`src/include/rd_master_defines.svh`:
```
/*
 * Read master configuration
 * Bus widths, queue depths and AXI protocol limits
 */
`ifndef RD_MASTER_DEFINES_SVH
`define RD_MASTER_DEFINES_SVH

// Bus widths
`define RDM_ADDR_W 32
`define RDM_DATA_W 32
// Transfer size field in bytes
`define RDM_SIZE_W 16

// No burst may cross this boundary
`define RDM_PAGE_BYTES 4096
// AXI4 INCR limit
`define RDM_MAX_BURST_BEATS 256

// Bursts in flight on the AR channel
`define RDM_MAX_OUTSTANDING 4
// Pending start requests
`define RDM_REQ_DEPTH 4

`endif
```
`src/rtl/xfer_pkg.sv`:
```
/*
 * Transfer bookkeeping types
 * Sizes and counters used between the request queue and the AR channel
 */
`include "rd_master_defines.svh"

package xfer_pkg;

  // Request or segment size in bytes
  typedef logic [`RDM_SIZE_W-1:0] size_t;

  // Beats left in a segment
  typedef logic [`RDM_SIZE_W-1:0] beats_t;

  // Vacancy count, 0 up to the outstanding limit
  typedef logic [$clog2(`RDM_MAX_OUTSTANDING+1)-1:0] outst_t;

endpackage

```
`src/rtl/axi_rd_pkg.sv`:
```
/*
 * AXI read channel types
 * Address, burst length and data beat vectors
 */
`include "rd_master_defines.svh"

package axi_rd_pkg;

  // Byte address on the AR channel
  typedef logic [`RDM_ADDR_W-1:0] addr_t;

  // AXI arlen, beats minus one
  typedef logic [7:0] arlen_t;

  // One R channel beat
  typedef logic [`RDM_DATA_W-1:0] data_t;

endpackage

```
`src/rtl/axi_read_master.sv`:
```
/*
 * AXI read master top level
 * Queues start requests, splits them into page-safe bursts
 * and passes read data straight to a stream output
 */
`timescale 1ns/1ps
`include "rd_master_defines.svh"

module axi_read_master (
  input  logic                    aclk,
  input  logic                    areset,
  // Request side
  input  logic                    ctrl_start,
  input  axi_rd_pkg::addr_t       ctrl_addr,
  input  logic [`RDM_SIZE_W-1:0]  ctrl_size,
  output logic                    req_ready,
  output logic                    ctrl_done,
  // AR channel
  output logic                    arvalid,
  input  logic                    arready,
  output axi_rd_pkg::addr_t       araddr,
  output axi_rd_pkg::arlen_t      arlen,
  // R channel
  input  logic                    rvalid,
  output logic                    rready,
  input  axi_rd_pkg::data_t       rdata,
  input  logic                    rlast,
  // Stream output
  output logic                    tvalid,
  input  logic                    tready,
  output axi_rd_pkg::data_t       tdata,
  output logic                    tlast
);

  import axi_rd_pkg::*;
  import xfer_pkg::*;

  logic  q_valid;
  logic  q_pop;
  addr_t q_addr;
  size_t q_size;
  logic  seg_valid;
  logic  seg_take;
  logic  seg_last;
  addr_t seg_addr;
  size_t seg_size;
  logic  has_slot;
  logic  ar_fire;
  logic  ar_req_end;
  logic  r_end;

  ////////////////////////////////////////////////////////////
  // Request path
  ////////////////////////////////////////////////////////////

  req_queue #(
    .DEPTH (`RDM_REQ_DEPTH)
  ) u_req_queue (
    .aclk      (aclk),
    .areset    (areset),
    .push      (ctrl_start),
    .push_addr (ctrl_addr),
    .push_size (ctrl_size),
    .q_pop     (q_pop),
    .q_valid   (q_valid),
    .q_addr    (q_addr),
    .q_size    (q_size),
    .req_ready (req_ready)
  );

  page_splitter u_page_splitter (
    .aclk      (aclk),
    .areset    (areset),
    .q_valid   (q_valid),
    .q_addr    (q_addr),
    .q_size    (q_size),
    .seg_take  (seg_take),
    .q_pop     (q_pop),
    .seg_valid (seg_valid),
    .seg_addr  (seg_addr),
    .seg_size  (seg_size),
    .seg_last  (seg_last)
  );

  burst_issuer u_burst_issuer (
    .aclk       (aclk),
    .areset     (areset),
    .seg_valid  (seg_valid),
    .seg_addr   (seg_addr),
    .seg_size   (seg_size),
    .seg_last   (seg_last),
    .arready    (arready),
    .has_slot   (has_slot),
    .seg_take   (seg_take),
    .arvalid    (arvalid),
    .araddr     (araddr),
    .arlen      (arlen),
    .ar_fire    (ar_fire),
    .ar_req_end (ar_req_end)
  );

  ////////////////////////////////////////////////////////////
  // Data path and completion
  ////////////////////////////////////////////////////////////

  // R channel straight through to the stream
  assign tvalid = rvalid;
  assign tdata  = rdata;
  assign tlast  = rlast;
  assign rready = tready;

  // Last beat of a burst actually transferred
  assign r_end = rvalid && tready && rlast;

  rd_completion #(
    .MAX_OUTST (`RDM_MAX_OUTSTANDING)
  ) u_rd_completion (
    .aclk       (aclk),
    .areset     (areset),
    .ar_fire    (ar_fire),
    .ar_req_end (ar_req_end),
    .r_end      (r_end),
    .has_slot   (has_slot),
    .ctrl_done  (ctrl_done)
  );

endmodule

```
`src/rtl/rd_completion.sv`:
```
/*
 * Read completion tracker
 * Limits bursts in flight and pulses done at the last beat of a request
 */
`timescale 1ns/1ps
`include "rd_master_defines.svh"

module rd_completion #(
  parameter int MAX_OUTST = `RDM_MAX_OUTSTANDING
) (
  input  logic aclk,
  input  logic areset,
  input  logic ar_fire,
  input  logic ar_req_end,
  input  logic r_end,
  output logic has_slot,
  output logic ctrl_done
);

  import xfer_pkg::*;

  localparam int PTR_W = (MAX_OUTST > 1) ? $clog2(MAX_OUTST) : 1;

  outst_t vacancy;

  // One request-end flag per burst, in issue order
  logic             end_flag [MAX_OUTST];
  logic [PTR_W-1:0] wr_ptr;
  logic [PTR_W-1:0] rd_ptr;

  function automatic logic [PTR_W-1:0] next_ptr(input logic [PTR_W-1:0] ptr);
    return (ptr == PTR_W'(MAX_OUTST - 1)) ? '0 : ptr + 1'b1;
  endfunction

  assign has_slot = (vacancy != '0);

  always_ff @(posedge aclk) begin
    if (areset) begin
      vacancy   <= outst_t'(MAX_OUTST);
      wr_ptr    <= '0;
      rd_ptr    <= '0;
      ctrl_done <= 1'b0;
    end else begin
      // Burst issued takes a slot, burst drained returns one
      if (ar_fire && !r_end)
        vacancy <= vacancy - 1'b1;
      else if (r_end && !ar_fire)
        vacancy <= vacancy + 1'b1;
      if (ar_fire)
        wr_ptr <= next_ptr(wr_ptr);
      if (r_end)
        rd_ptr <= next_ptr(rd_ptr);
      // Single cycle pulse after the request's last beat
      ctrl_done <= r_end && end_flag[rd_ptr];
    end
  end

  // Queue never overflows, vacancy bounds it
  always_ff @(posedge aclk) begin
    if (ar_fire)
      end_flag[wr_ptr] <= ar_req_end;
  end

endmodule

```
`src/rtl/burst_issuer.sv`:
```
/*
 * Burst issuer
 * Turns page segments into AR bursts of up to 256 beats
 * Drives the read address channel and flags the end of each request
 */
`timescale 1ns/1ps
`include "rd_master_defines.svh"

module burst_issuer (
  input  logic               aclk,
  input  logic               areset,
  input  logic               seg_valid,
  input  axi_rd_pkg::addr_t  seg_addr,
  input  xfer_pkg::size_t    seg_size,
  input  logic               seg_last,
  input  logic               arready,
  input  logic               has_slot,
  output logic               seg_take,
  output logic               arvalid,
  output axi_rd_pkg::addr_t  araddr,
  output axi_rd_pkg::arlen_t arlen,
  output logic               ar_fire,
  output logic               ar_req_end
);

  import axi_rd_pkg::*;
  import xfer_pkg::*;

  localparam int     LOG_WORD    = $clog2(`RDM_DATA_W / 8);
  localparam beats_t MAX_BEATS   = beats_t'(`RDM_MAX_BURST_BEATS);
  // Address step after a full burst, 1 KB on a 32-bit bus
  localparam addr_t  BURST_BYTES = addr_t'(`RDM_MAX_BURST_BEATS * (`RDM_DATA_W / 8));

  beats_t seg_beats;
  beats_t beats_left;
  beats_t cur_beats;
  addr_t  cur_addr;
  logic   req_last;
  logic   final_burst;

  ////////////////////////////////////////////////////////////
  // Beat arithmetic
  ////////////////////////////////////////////////////////////

  // Bytes to beats, partial word rounds up
  assign seg_beats = beats_t'(seg_size >> LOG_WORD) + beats_t'(|seg_size[LOG_WORD-1:0]);

  // Remainder burst once 256 or fewer beats are left
  assign final_burst = (beats_left <= MAX_BEATS);
  assign cur_beats   = final_burst ? beats_left : MAX_BEATS;

  ////////////////////////////////////////////////////////////
  // AR channel
  ////////////////////////////////////////////////////////////

  // New segment only after the previous one is fully issued
  assign seg_take = seg_valid && (beats_left == '0);

  assign araddr     = cur_addr;
  assign arlen      = arlen_t'(cur_beats - beats_t'(1));
  assign ar_fire    = arvalid && arready;
  assign ar_req_end = ar_fire && final_burst && req_last;

  always_ff @(posedge aclk) begin
    if (areset) begin
      arvalid    <= 1'b0;
      beats_left <= '0;
    end else begin
      if (seg_take)
        beats_left <= seg_beats;
      else if (ar_fire)
        beats_left <= beats_left - cur_beats;

      // Hold until accepted, raise again only with a free slot
      if (arvalid)
        arvalid <= !arready;
      else
        arvalid <= has_slot && (seg_take || (beats_left != '0));
    end
  end

  // Burst address and request-end marker
  always_ff @(posedge aclk) begin
    if (seg_take) begin
      cur_addr <= seg_addr;
      req_last <= seg_last;
    end else if (ar_fire) begin
      cur_addr <= cur_addr + BURST_BYTES;
    end
  end

endmodule

```
`src/rtl/page_splitter.sv`:
```
/*
 * Page splitter
 * Cuts a queued request into segments that never cross a 4 KB page
 */
`timescale 1ns/1ps
`include "rd_master_defines.svh"

module page_splitter (
  input  logic              aclk,
  input  logic              areset,
  input  logic              q_valid,
  input  axi_rd_pkg::addr_t q_addr,
  input  xfer_pkg::size_t   q_size,
  input  logic              seg_take,
  output logic              q_pop,
  output logic              seg_valid,
  output axi_rd_pkg::addr_t seg_addr,
  output xfer_pkg::size_t   seg_size,
  output logic              seg_last
);

  import axi_rd_pkg::*;
  import xfer_pkg::*;

  localparam int    PAGE_LOG   = $clog2(`RDM_PAGE_BYTES);
  localparam size_t WORD_BYTES = size_t'(`RDM_DATA_W / 8);

  // Request being split
  logic  busy;
  addr_t cur_addr;
  size_t rem_size;
  // Bytes from cur_addr up to the next page boundary
  size_t page_room;

  ////////////////////////////////////////////////////////////
  // Segment offer
  ////////////////////////////////////////////////////////////

  assign page_room = size_t'(`RDM_PAGE_BYTES) - size_t'(cur_addr[PAGE_LOG-1:0]);

  // Rest fits inside this page, so this is the final piece
  assign seg_last  = (rem_size <= page_room);
  assign seg_size  = seg_last ? rem_size : page_room;
  assign seg_addr  = cur_addr;
  assign seg_valid = busy;

  // Fetch the next request only when idle
  assign q_pop = !busy && q_valid;

  ////////////////////////////////////////////////////////////
  // State update
  ////////////////////////////////////////////////////////////

  always_ff @(posedge aclk) begin
    if (areset) begin
      busy <= 1'b0;
    end else if (q_pop) begin
      busy <= 1'b1;
    end else if (seg_take && seg_last) begin
      busy <= 1'b0;
    end
  end

  always_ff @(posedge aclk) begin
    if (q_pop) begin
      cur_addr <= q_addr;
      // Zero size still reads one word
      rem_size <= (q_size == '0) ? WORD_BYTES : q_size;
    end else if (seg_take && !seg_last) begin
      // Continue at the start of the next page
      cur_addr <= cur_addr + addr_t'(page_room);
      rem_size <= rem_size - page_room;
    end
  end

endmodule

```
`src/rtl/req_queue.sv`:
```
/*
 * Request queue
 * Circular FIFO of start address and size pairs, one entry per ctrl_start
 */
`timescale 1ns/1ps
`include "rd_master_defines.svh"

module req_queue #(
  parameter int DEPTH = `RDM_REQ_DEPTH
) (
  input  logic             aclk,
  input  logic             areset,
  input  logic             push,
  input  axi_rd_pkg::addr_t push_addr,
  input  xfer_pkg::size_t  push_size,
  input  logic             q_pop,
  output logic             q_valid,
  output axi_rd_pkg::addr_t q_addr,
  output xfer_pkg::size_t  q_size,
  output logic             req_ready
);

  import axi_rd_pkg::*;
  import xfer_pkg::*;

  localparam int PTR_W = (DEPTH > 1) ? $clog2(DEPTH) : 1;
  localparam int CNT_W = $clog2(DEPTH + 1);

  // Entry storage
  addr_t addr_mem [DEPTH];
  size_t size_mem [DEPTH];

  logic [PTR_W-1:0] wr_ptr;
  logic [PTR_W-1:0] rd_ptr;
  logic [CNT_W-1:0] count;
  logic             push_ok;
  logic             pop_ok;

  // Wrap at DEPTH, need not be a power of two
  function automatic logic [PTR_W-1:0] next_ptr(input logic [PTR_W-1:0] ptr);
    return (ptr == PTR_W'(DEPTH - 1)) ? '0 : ptr + 1'b1;
  endfunction

  // Full queue drops the push
  assign req_ready = (count != CNT_W'(DEPTH));
  assign q_valid   = (count != '0);
  assign push_ok   = push && req_ready;
  assign pop_ok    = q_pop && q_valid;

  // Head entry, valid one cycle after its push
  assign q_addr = addr_mem[rd_ptr];
  assign q_size = size_mem[rd_ptr];

  always_ff @(posedge aclk) begin
    if (areset) begin
      wr_ptr <= '0;
      rd_ptr <= '0;
      count  <= '0;
    end else begin
      if (push_ok)
        wr_ptr <= next_ptr(wr_ptr);
      if (pop_ok)
        rd_ptr <= next_ptr(rd_ptr);
      // Simultaneous push and pop keep the count
      if (push_ok && !pop_ok)
        count <= count + 1'b1;
      else if (pop_ok && !push_ok)
        count <= count - 1'b1;
    end
  end

  always_ff @(posedge aclk) begin
    if (push_ok) begin
      addr_mem[wr_ptr] <= push_addr;
      size_mem[wr_ptr] <= push_size;
    end
  end

endmodule

```
`config.mk`:
```
export PLATFORM = sky130hd
export DESIGN_NAME = axi_read_master
export DESIGN_NICKNAME = d
export VERILOG_FILES = /design/src/rtl/xfer_pkg.sv /design/src/rtl/axi_rd_pkg.sv /design/src/rtl/axi_read_master.sv /design/src/rtl/rd_completion.sv /design/src/rtl/burst_issuer.sv /design/src/rtl/page_splitter.sv /design/src/rtl/req_queue.sv
export VERILOG_INCLUDE_DIRS = /design/src /design/src/include
export SDC_FILE = /design/constraint.sdc
export NUM_CORES = 1
export LEC_CHECK = 0
export ABC_AREA = 1
export BUFFER_PORTS_ARGS = -buffer_cell sky130_fd_sc_hd__buf_2
export CORE_MARGIN = 2
export CORE_UTILIZATION = 45
export CTS_CLUSTER_SIZE = 8
export DETAILED_ROUTE_END_ITERATION = 10
export PLACE_DENSITY_LB_ADDON = 0.05
export SYNTH_ARGS = -nofsm -noshare
export SYNTH_HDL_FRONTEND = slang
export SYNTH_SLANG_ARGS = --single-unit
```
`constraint.sdc`:
```
create_clock -name aclk -period 9.6 [get_ports aclk]
set_clock_uncertainty 0.05 [all_clocks]
set_input_delay 1.92 -clock aclk [delete_from_list [all_inputs] [get_ports aclk]]
set_output_delay 1.92 -clock aclk [all_outputs]
set_load 0.03 [all_outputs]
```
**Word-level counts from Yosys, hierarchy flattened**

Memories as Yosys holds them, arrays and structs flattened. A register that Yosys moved wholly into a read port is not among the register bits.
Cells that the tools add are included.

- $lt $le $gt $ge: 2
- Multiplexer cells: 32
- Add/sub/neg operators: 15
- Reduce and logical (&&, ||, !) cells: 36
- Equal/unequal tests: 5

Operator list:

| cell | number |
|---|---|
| $mux 32 | 4 |
| $mux 16 | 7 |
| $add 32x11->32 const B | 1 |
| $add 32x16->32 | 1 |
| $logic_not 16->1 | 2 |
| $sub 16x16->16 | 2 |
| $mux 2 | 10 |
| $logic_and 1x1->1 | 17 |
| $le 16x16->1 | 1 |
| $le 16x9->1 const B | 1 |
| $reduce_bool 16->1 | 1 |
| $add 14x1->15 | 1 |
| $sub 13x12->14 const A | 1 |
| $mux 3 | 4 |
| $reduce_bool 2->1 | 5 |
| $add 2x1->2 const B | 4 |
| $eq 2x2->1 const B | 4 |
| $sub 8x1->8 const B | 1 |
| $logic_not 1->1 | 7 |
| $mux 1 | 7 |
| $add 3x1->3 const B | 2 |
| $reduce_bool 3->1 | 2 |
| $sub 3x1->3 const B | 2 |
| $ne 3x3->1 const B | 1 |
| other kinds (2) | 2 |

- Bits in writable memories: 196
- Output and inout bits: 78
- Bits in registers: 114
- Memories: 3

Memory list:

| name | depth | width | rd ports | clocked after Yosys merged registers in | wr ports | RTL line | source |
|---|---|---|---|---|---|---|---|
| u_req_queue.addr_mem | 4 | 32 | 1 | 1 | 1 | req_queue.sv:30 | `addr_t addr_mem [DEPTH];` |
| u_req_queue.size_mem | 4 | 16 | 1 | 1 | 1 | req_queue.sv:31 | `size_t size_mem [DEPTH];` |
| u_rd_completion.end_flag | 4 | 1 | 1 | 1 | 1 | rd_completion.sv:27 | `logic end_flag [MAX_OUTST];` |

**Logic depth before layout (Yosys ltp)**

- Depth in word-level cells: 6
- Gate-level depth with buffers: 31
- Depth with buffers taken out: 30

**Cells and area by module**

From an unflattened synthesis, not the netlist that was laid out.

- Cell total of the unflattened synthesis: 1798
- Area total of the unflattened synthesis: 16756.1 µm²

Modules (own cells, without submodules):

| module | cells an instance | area each (µm²) | instances |
|---|---|---|---|
| req_queue | 534 | 7671.1 | 1 |
| page_splitter | 721 | 4829.6 | 1 |
| burst_issuer | 432 | 3330.7 | 1 |
| rd_completion | 73 | 648.1 | 1 |
| axi_read_master | 38 | 276.5 | 1 |

**Least setup slack after synthesis**

Ideal clock, no wire load.

- Path type: register -> register
- Start point: reg u_page_splitter.cur_addr[0] (netlist: u_page_splitter.seg_addr[0])
- End point: reg u_page_splitter.rem_size[0], enable pin
- Stages on the path, launching flop included: 20
- Arrival time: 6.162 ns
- Clock period less this slack: 6.732 ns
- Path slack: 2.868 ns
- Buffers on the path: 1
- Cell sequence: edfxtp_1 inv_1 ha_1 nand2_1 nor2_2 nand2_2 nor2_2 nand2_2 nor2_4 ha_1 ha_1 nand2_1 inv_2 nand2_2 nor2_4 nand2_4 nand2_8 nand2_8 buf_8 o21ai_0

- Cells in the longest elaborated chain, start to end: 5

RTL lines:

| what | RTL line | source |
|---|---|---|
| start, declared | page_splitter.sv:30 | `addr_t cur_addr;` |
| start signal, assigned | page_splitter.sv:66 | `cur_addr <= q_addr;` |
| start signal, assigned | page_splitter.sv:71 | `cur_addr <= cur_addr + addr_t'(page_room);` |
| $sub 13x12->14 | page_splitter.sv:39 | `` assign page_room = size_t'(`RDM_PAGE_BYTES) - size_t'(cur_addr[PAGE_LOG-1:0]); `` |
| $le 16x16->1 | page_splitter.sv:42 | `assign seg_last = (rem_size <= page_room);` |
| named net seg_last | axi_read_master.sv:44 | `logic seg_last;` |
| $logic_not 1->1 | page_splitter.sv:69 | `end else if (seg_take && !seg_last) begin` |
| $logic_and 1x1->1 | page_splitter.sv:69 |  |
| $reduce_bool 2->1 (no source line) | - |  |
| end signal, assigned | page_splitter.sv:68 | `rem_size <= (q_size == '0) ? WORD_BYTES : q_size;` |
| end signal, assigned | page_splitter.sv:72 | `rem_size <= rem_size - page_room;` |
| end, declared | page_splitter.sv:31 | `size_t rem_size;` |

The timed path passes the listed nets, and every way through them passes these cells.
A chain may end at the register's enable or synchronous reset.

**Worst setup path after layout**

- Start point: reg u_burst_issuer.beats_left[9]
- End point: out arlen[6]

- Cells in the longest elaborated chain, start to end: 3

RTL lines:

| what | RTL line | source |
|---|---|---|
| start, declared | burst_issuer.sv:35 | `beats_t beats_left;` |
| start signal, assigned | burst_issuer.sv:70 | `beats_left <= seg_beats;` |
| start signal, assigned | burst_issuer.sv:72 | `beats_left <= beats_left - cur_beats;` |
| $le 16x9->1 | burst_issuer.sv:49 | `assign final_burst = (beats_left <= MAX_BEATS);` |
| $mux 16 | burst_issuer.sv:50 | `assign cur_beats = final_burst ? beats_left : MAX_BEATS;` |
| $sub 8x1->8 | burst_issuer.sv:60 | `assign arlen = arlen_t'(cur_beats - beats_t'(1));` |
| end, declared | axi_read_master.sv:22 | `output axi_rd_pkg::arlen_t arlen,` |

No other way between the ends.

==> impl_results.md <==
- Status: finished clean
- PortBufs: 100
- Initial antenna violation count: 7
- Routed Antenna Nets: 0
- HP Class: reg2reg
- Hold_sp: u_rd_completion.rd_ptr[1]
- TNS Setup: 0 ps
- Max H-tree Level: 2
- Yosys Warn Count: 0
- Power Density: between 300 and 400 nW/um^2
- Max_slew headroom: 0.444
- Critical Path AT: roughly 2600 ps
- Minimum hold slack: 424 ps
- Final nets: between 1,500 and 2,000
- Metal-1 WL: 19,200 microns
- Worst Tran Pin Value: 831 ps
- Clock Pin Slew Worst Setup and Hold Paths: 60 ps
- DR WL/cell: 17.6 microns
- Hold path depth: 2
- Die Y: 193 microns
- Startpoint types: flop
- # DRC: 0
- Largest net degree at the start of global routing: 75
- Final slew viol count: 0
- Cts bufs inserted: 45
- Global-route wire length before repair: 62,200 microns
- CTS tree: done
- Ys async rst share: 0
- Leakage power: 7.15 nW
- Clock sinks: 314
- Post-synthesis sequential area ratio: 0.562
- Peak VDD IR: about 250 uV
- Met3 wire length: between 2000 and 2500 microns
- Die X: ~190 microns
- Post-cts hold buffer count: 0
- Worst Path Max Fanout: 15
- CP required: 7630 ps
- Worst R2R Setup Slack: 5010 ps
- Total GRT Usage: 0.209
- Reg-to-reg critical path endpoint: u_burst_issuer.beats_left[4]
- Via density: 5.27
- Critical path class: reg2out
- Syn nets: roughly 1,800
- Area delta synth->final: 12.2%
- Total Wirelength: 38,700 microns
- Yosys cell types: 64
- Most common cell after layout, fill and taps aside: nand2_1
- Clock Tree Root: clkbuf_16
- Fmax achieved: 0.217 GHz
- Mapped Cells: about 1,700
- Total gr overflow: 0
- Yosys reg bits: 314
- # IOs: around 170
- Post-layout minimum cycle time: 4610 ps
- Clock buffer depth: 3
- Hold Path End: u_rd_completion.rd_ptr[1]
- Clock latency on the worst-skew pair: 580 ps
- Main flop type after synthesis: edfxtp_1
- Via count: 11,600
- Max Cap Viol: 0
- Synthesized area: 16,100 sq um
- Die Area: 37,400 sq um
- Rows: a little under 70
- Critical R2R Launch: u_page_splitter.seg_addr[0]
- Final setup fails: 0
- Drt pass-1 iters: 5
- Top Layer Used: met5
- Fraction of layout instances using a drive strength above 1: 0.150
- DP HPWL: 26,000 microns
- Type of element capturing the critical path: output pin
- RD Place Congestion: between 0.8 and 0.9
- Post-synth EDFFs: 277
- Met2 WL: approximately 17,000 microns
- Final critical-path share of the clock period: 0.480
- Postcts setup bufs: 0
- CTS resizes: 0
- Vias in the first global route: 11,200
- Final Hold Violating Endpoints: 0
- RSZ-0062 raised after global routing: no
- Most frequent cells in the layout: nand2_1, edfxtp_1, nor2_1
- FF-to-FF path depth: 27
- Average size of a mapped cell: slightly below 10 sq um
- DRT iter0 DRCs: 765
- Core Box Area: 35,400 sq um
- Starting density of the core: 0.456
## worst max-delay path, stage by stage (launching register included)
cell      delay (ps)
dfxtp_1          330
inv_2            120
nand2_1           90
nor2_1           130
nand3_1          200
nand2_2          300
nand2_1          110
ha_1             220
o211ai_1         140
nor2_1            90
xnor2_1          120
buf_2            210
## worst max-delay path by stage
stage | end | startpoint | slack, ps | cells after the start
floorplan | u_page_splitter.rem_size[0] | u_page_splitter.seg_addr[0] | 2870 | 19
global placement | u_burst_issuer.beats_left[4] | u_page_splitter.seg_addr[0] | 5150 | 27
detailed placement | u_burst_issuer.beats_left[4] | u_page_splitter.seg_addr[0] | 5040 | 27
CTS | arlen[6] | u_burst_issuer.beats_left[9] | 4950 | 11
global route | u_burst_issuer.beats_left[4] | u_page_splitter.seg_addr[0] | 4580 | 27
finish | arlen[6] | u_burst_issuer.beats_left[9] | 4990 | 11
## sequential cells by signal, summed over array words and instances (netlist names), named ones only
| signal | flops |
|---|---|
| u_burst_issuer.araddr | 32 |
| u_burst_issuer.arvalid | 1 |
| u_burst_issuer.beats_left | 16 |
| u_burst_issuer.req_last | 1 |
| u_page_splitter.rem_size | 16 |
| u_page_splitter.seg_addr | 32 |
| u_page_splitter.seg_valid | 1 |
| u_rd_completion.ctrl_done | 1 |
| u_rd_completion.end_flag | 4 |
| u_rd_completion.rd_ptr | 2 |
| u_rd_completion.vacancy | 3 |
| u_rd_completion.wr_ptr | 2 |
| u_req_queue.addr_mem | 128 |
| u_req_queue.count | 3 |
| u_req_queue.rd_ptr | 2 |
| u_req_queue.size_mem | 64 |
| u_req_queue.wr_ptr | 2 |
## area by class of cell
cell class              instances  area [sq um]
diodes                          2          5.00
clock buffers                  56          1170
clock inverters                 5          75.1
fillers                      3309         17300
inverters                     155           583
multi-input cells            1095          6030
flip-flops and latches        314          9060
well taps                     461           577
repair buffers                113           598
## power breakdown
| group | switching [W] | internal [W] | total, W |
|---|---|---|---|
| clock network | 0.000572 | 0.000847 | 0.00142 |
| logic | 0.00222 | 0.00101 | 0.00324 |
| registers | 0.000275 | 0.00199 | 0.00226 |
## cell families after synthesis
group,Yosys count,synth area share
AND/OR/NAND/NOR,688,0.194
other,1,0.000232
adder cells (fa/ha/maj),47,0.0379
multiplexers,3,0.00186
buffers and inverters,245,0.0672
flip-flops,314,0.562
XOR/XNOR,47,0.0255
AO/OA/AOI/OAI,309,0.111
## synth_stat cells, types with 2 or more instances
| master | n | area [sq um] |
|---|---|---|
| buf_1 | 8 | 30.0 |
| a21oi_2 | 4 | 35.0 |
| buf_2 | 7 | 35.0 |
| nand2_1 | 337 | 1260 |
| nor2_2 | 11 | 68.8 |
| nor2_4 | 6 | 67.6 |
| or2_1 | 2 | 12.5 |
| dfxtp_1 | 37 | 741 |
| fa_1 | 3 | 60.1 |
| xnor2_1 | 19 | 166 |
| nand3b_1 | 4 | 30.0 |
| a21oi_1 | 80 | 400 |
| inv_1 | 146 | 548 |
| nor2_1 | 159 | 597 |
| ha_1 | 44 | 551 |
| o21ai_1 | 16 | 80.1 |
| nor3_1 | 8 | 40.0 |
| o22ai_1 | 27 | 169 |
| buf_4 | 36 | 270 |
| mux2i_1 | 3 | 30.0 |
| nand3_1 | 74 | 370 |
| edfxtp_1 | 277 | 8320 |
| o21bai_1 | 3 | 22.5 |
| inv_2 | 8 | 30.0 |
| o211ai_1 | 2 | 15.0 |
| nand3_4 | 2 | 35.0 |
| a211oi_1 | 3 | 22.5 |
| a221o_1 | 2 | 20.0 |
| nand2_2 | 30 | 188 |
| nor3_4 | 2 | 32.5 |
| a2111oi_0 | 2 | 17.5 |
| a32o_1 | 19 | 190 |
| nand4_1 | 24 | 150 |
| nand3_2 | 8 | 80.1 |
| clkbuf_1 | 37 | 139 |
| nand2_4 | 2 | 22.5 |
| o21ai_2 | 2 | 17.5 |
| o21ai_0 | 129 | 646 |
| nand2_8 | 2 | 40.0 |
| a31oi_1 | 9 | 56.3 |
| xor2_1 | 28 | 245 |
| or2_2 | 5 | 31.3 |
| nor4_1 | 6 | 37.5 |
## metal layers
layer  vias up  global-route usage
met1      5478               0.303
met2       225               0.313
met3        70              0.0556
met4        12              0.0509
li1       5817                   -
met5         -                   0
## metrics by stage
step	instances	setup slack [ps]	cell area [sq um]	utilization	total power, W
after floorplan	1654	2870	16100	-	0.00465
after CTS	2199	4950	18100	0.511	0.00698
after global placement	2138	5150	16800	0.476	0.00551
final	2201	4990	18100	0.511	0.00692
after global routing	2199	4580	18100	0.511	0.00747
after detailed placement	2138	5040	16800	0.476	0.00553
(Power assumes the default switching activity.)
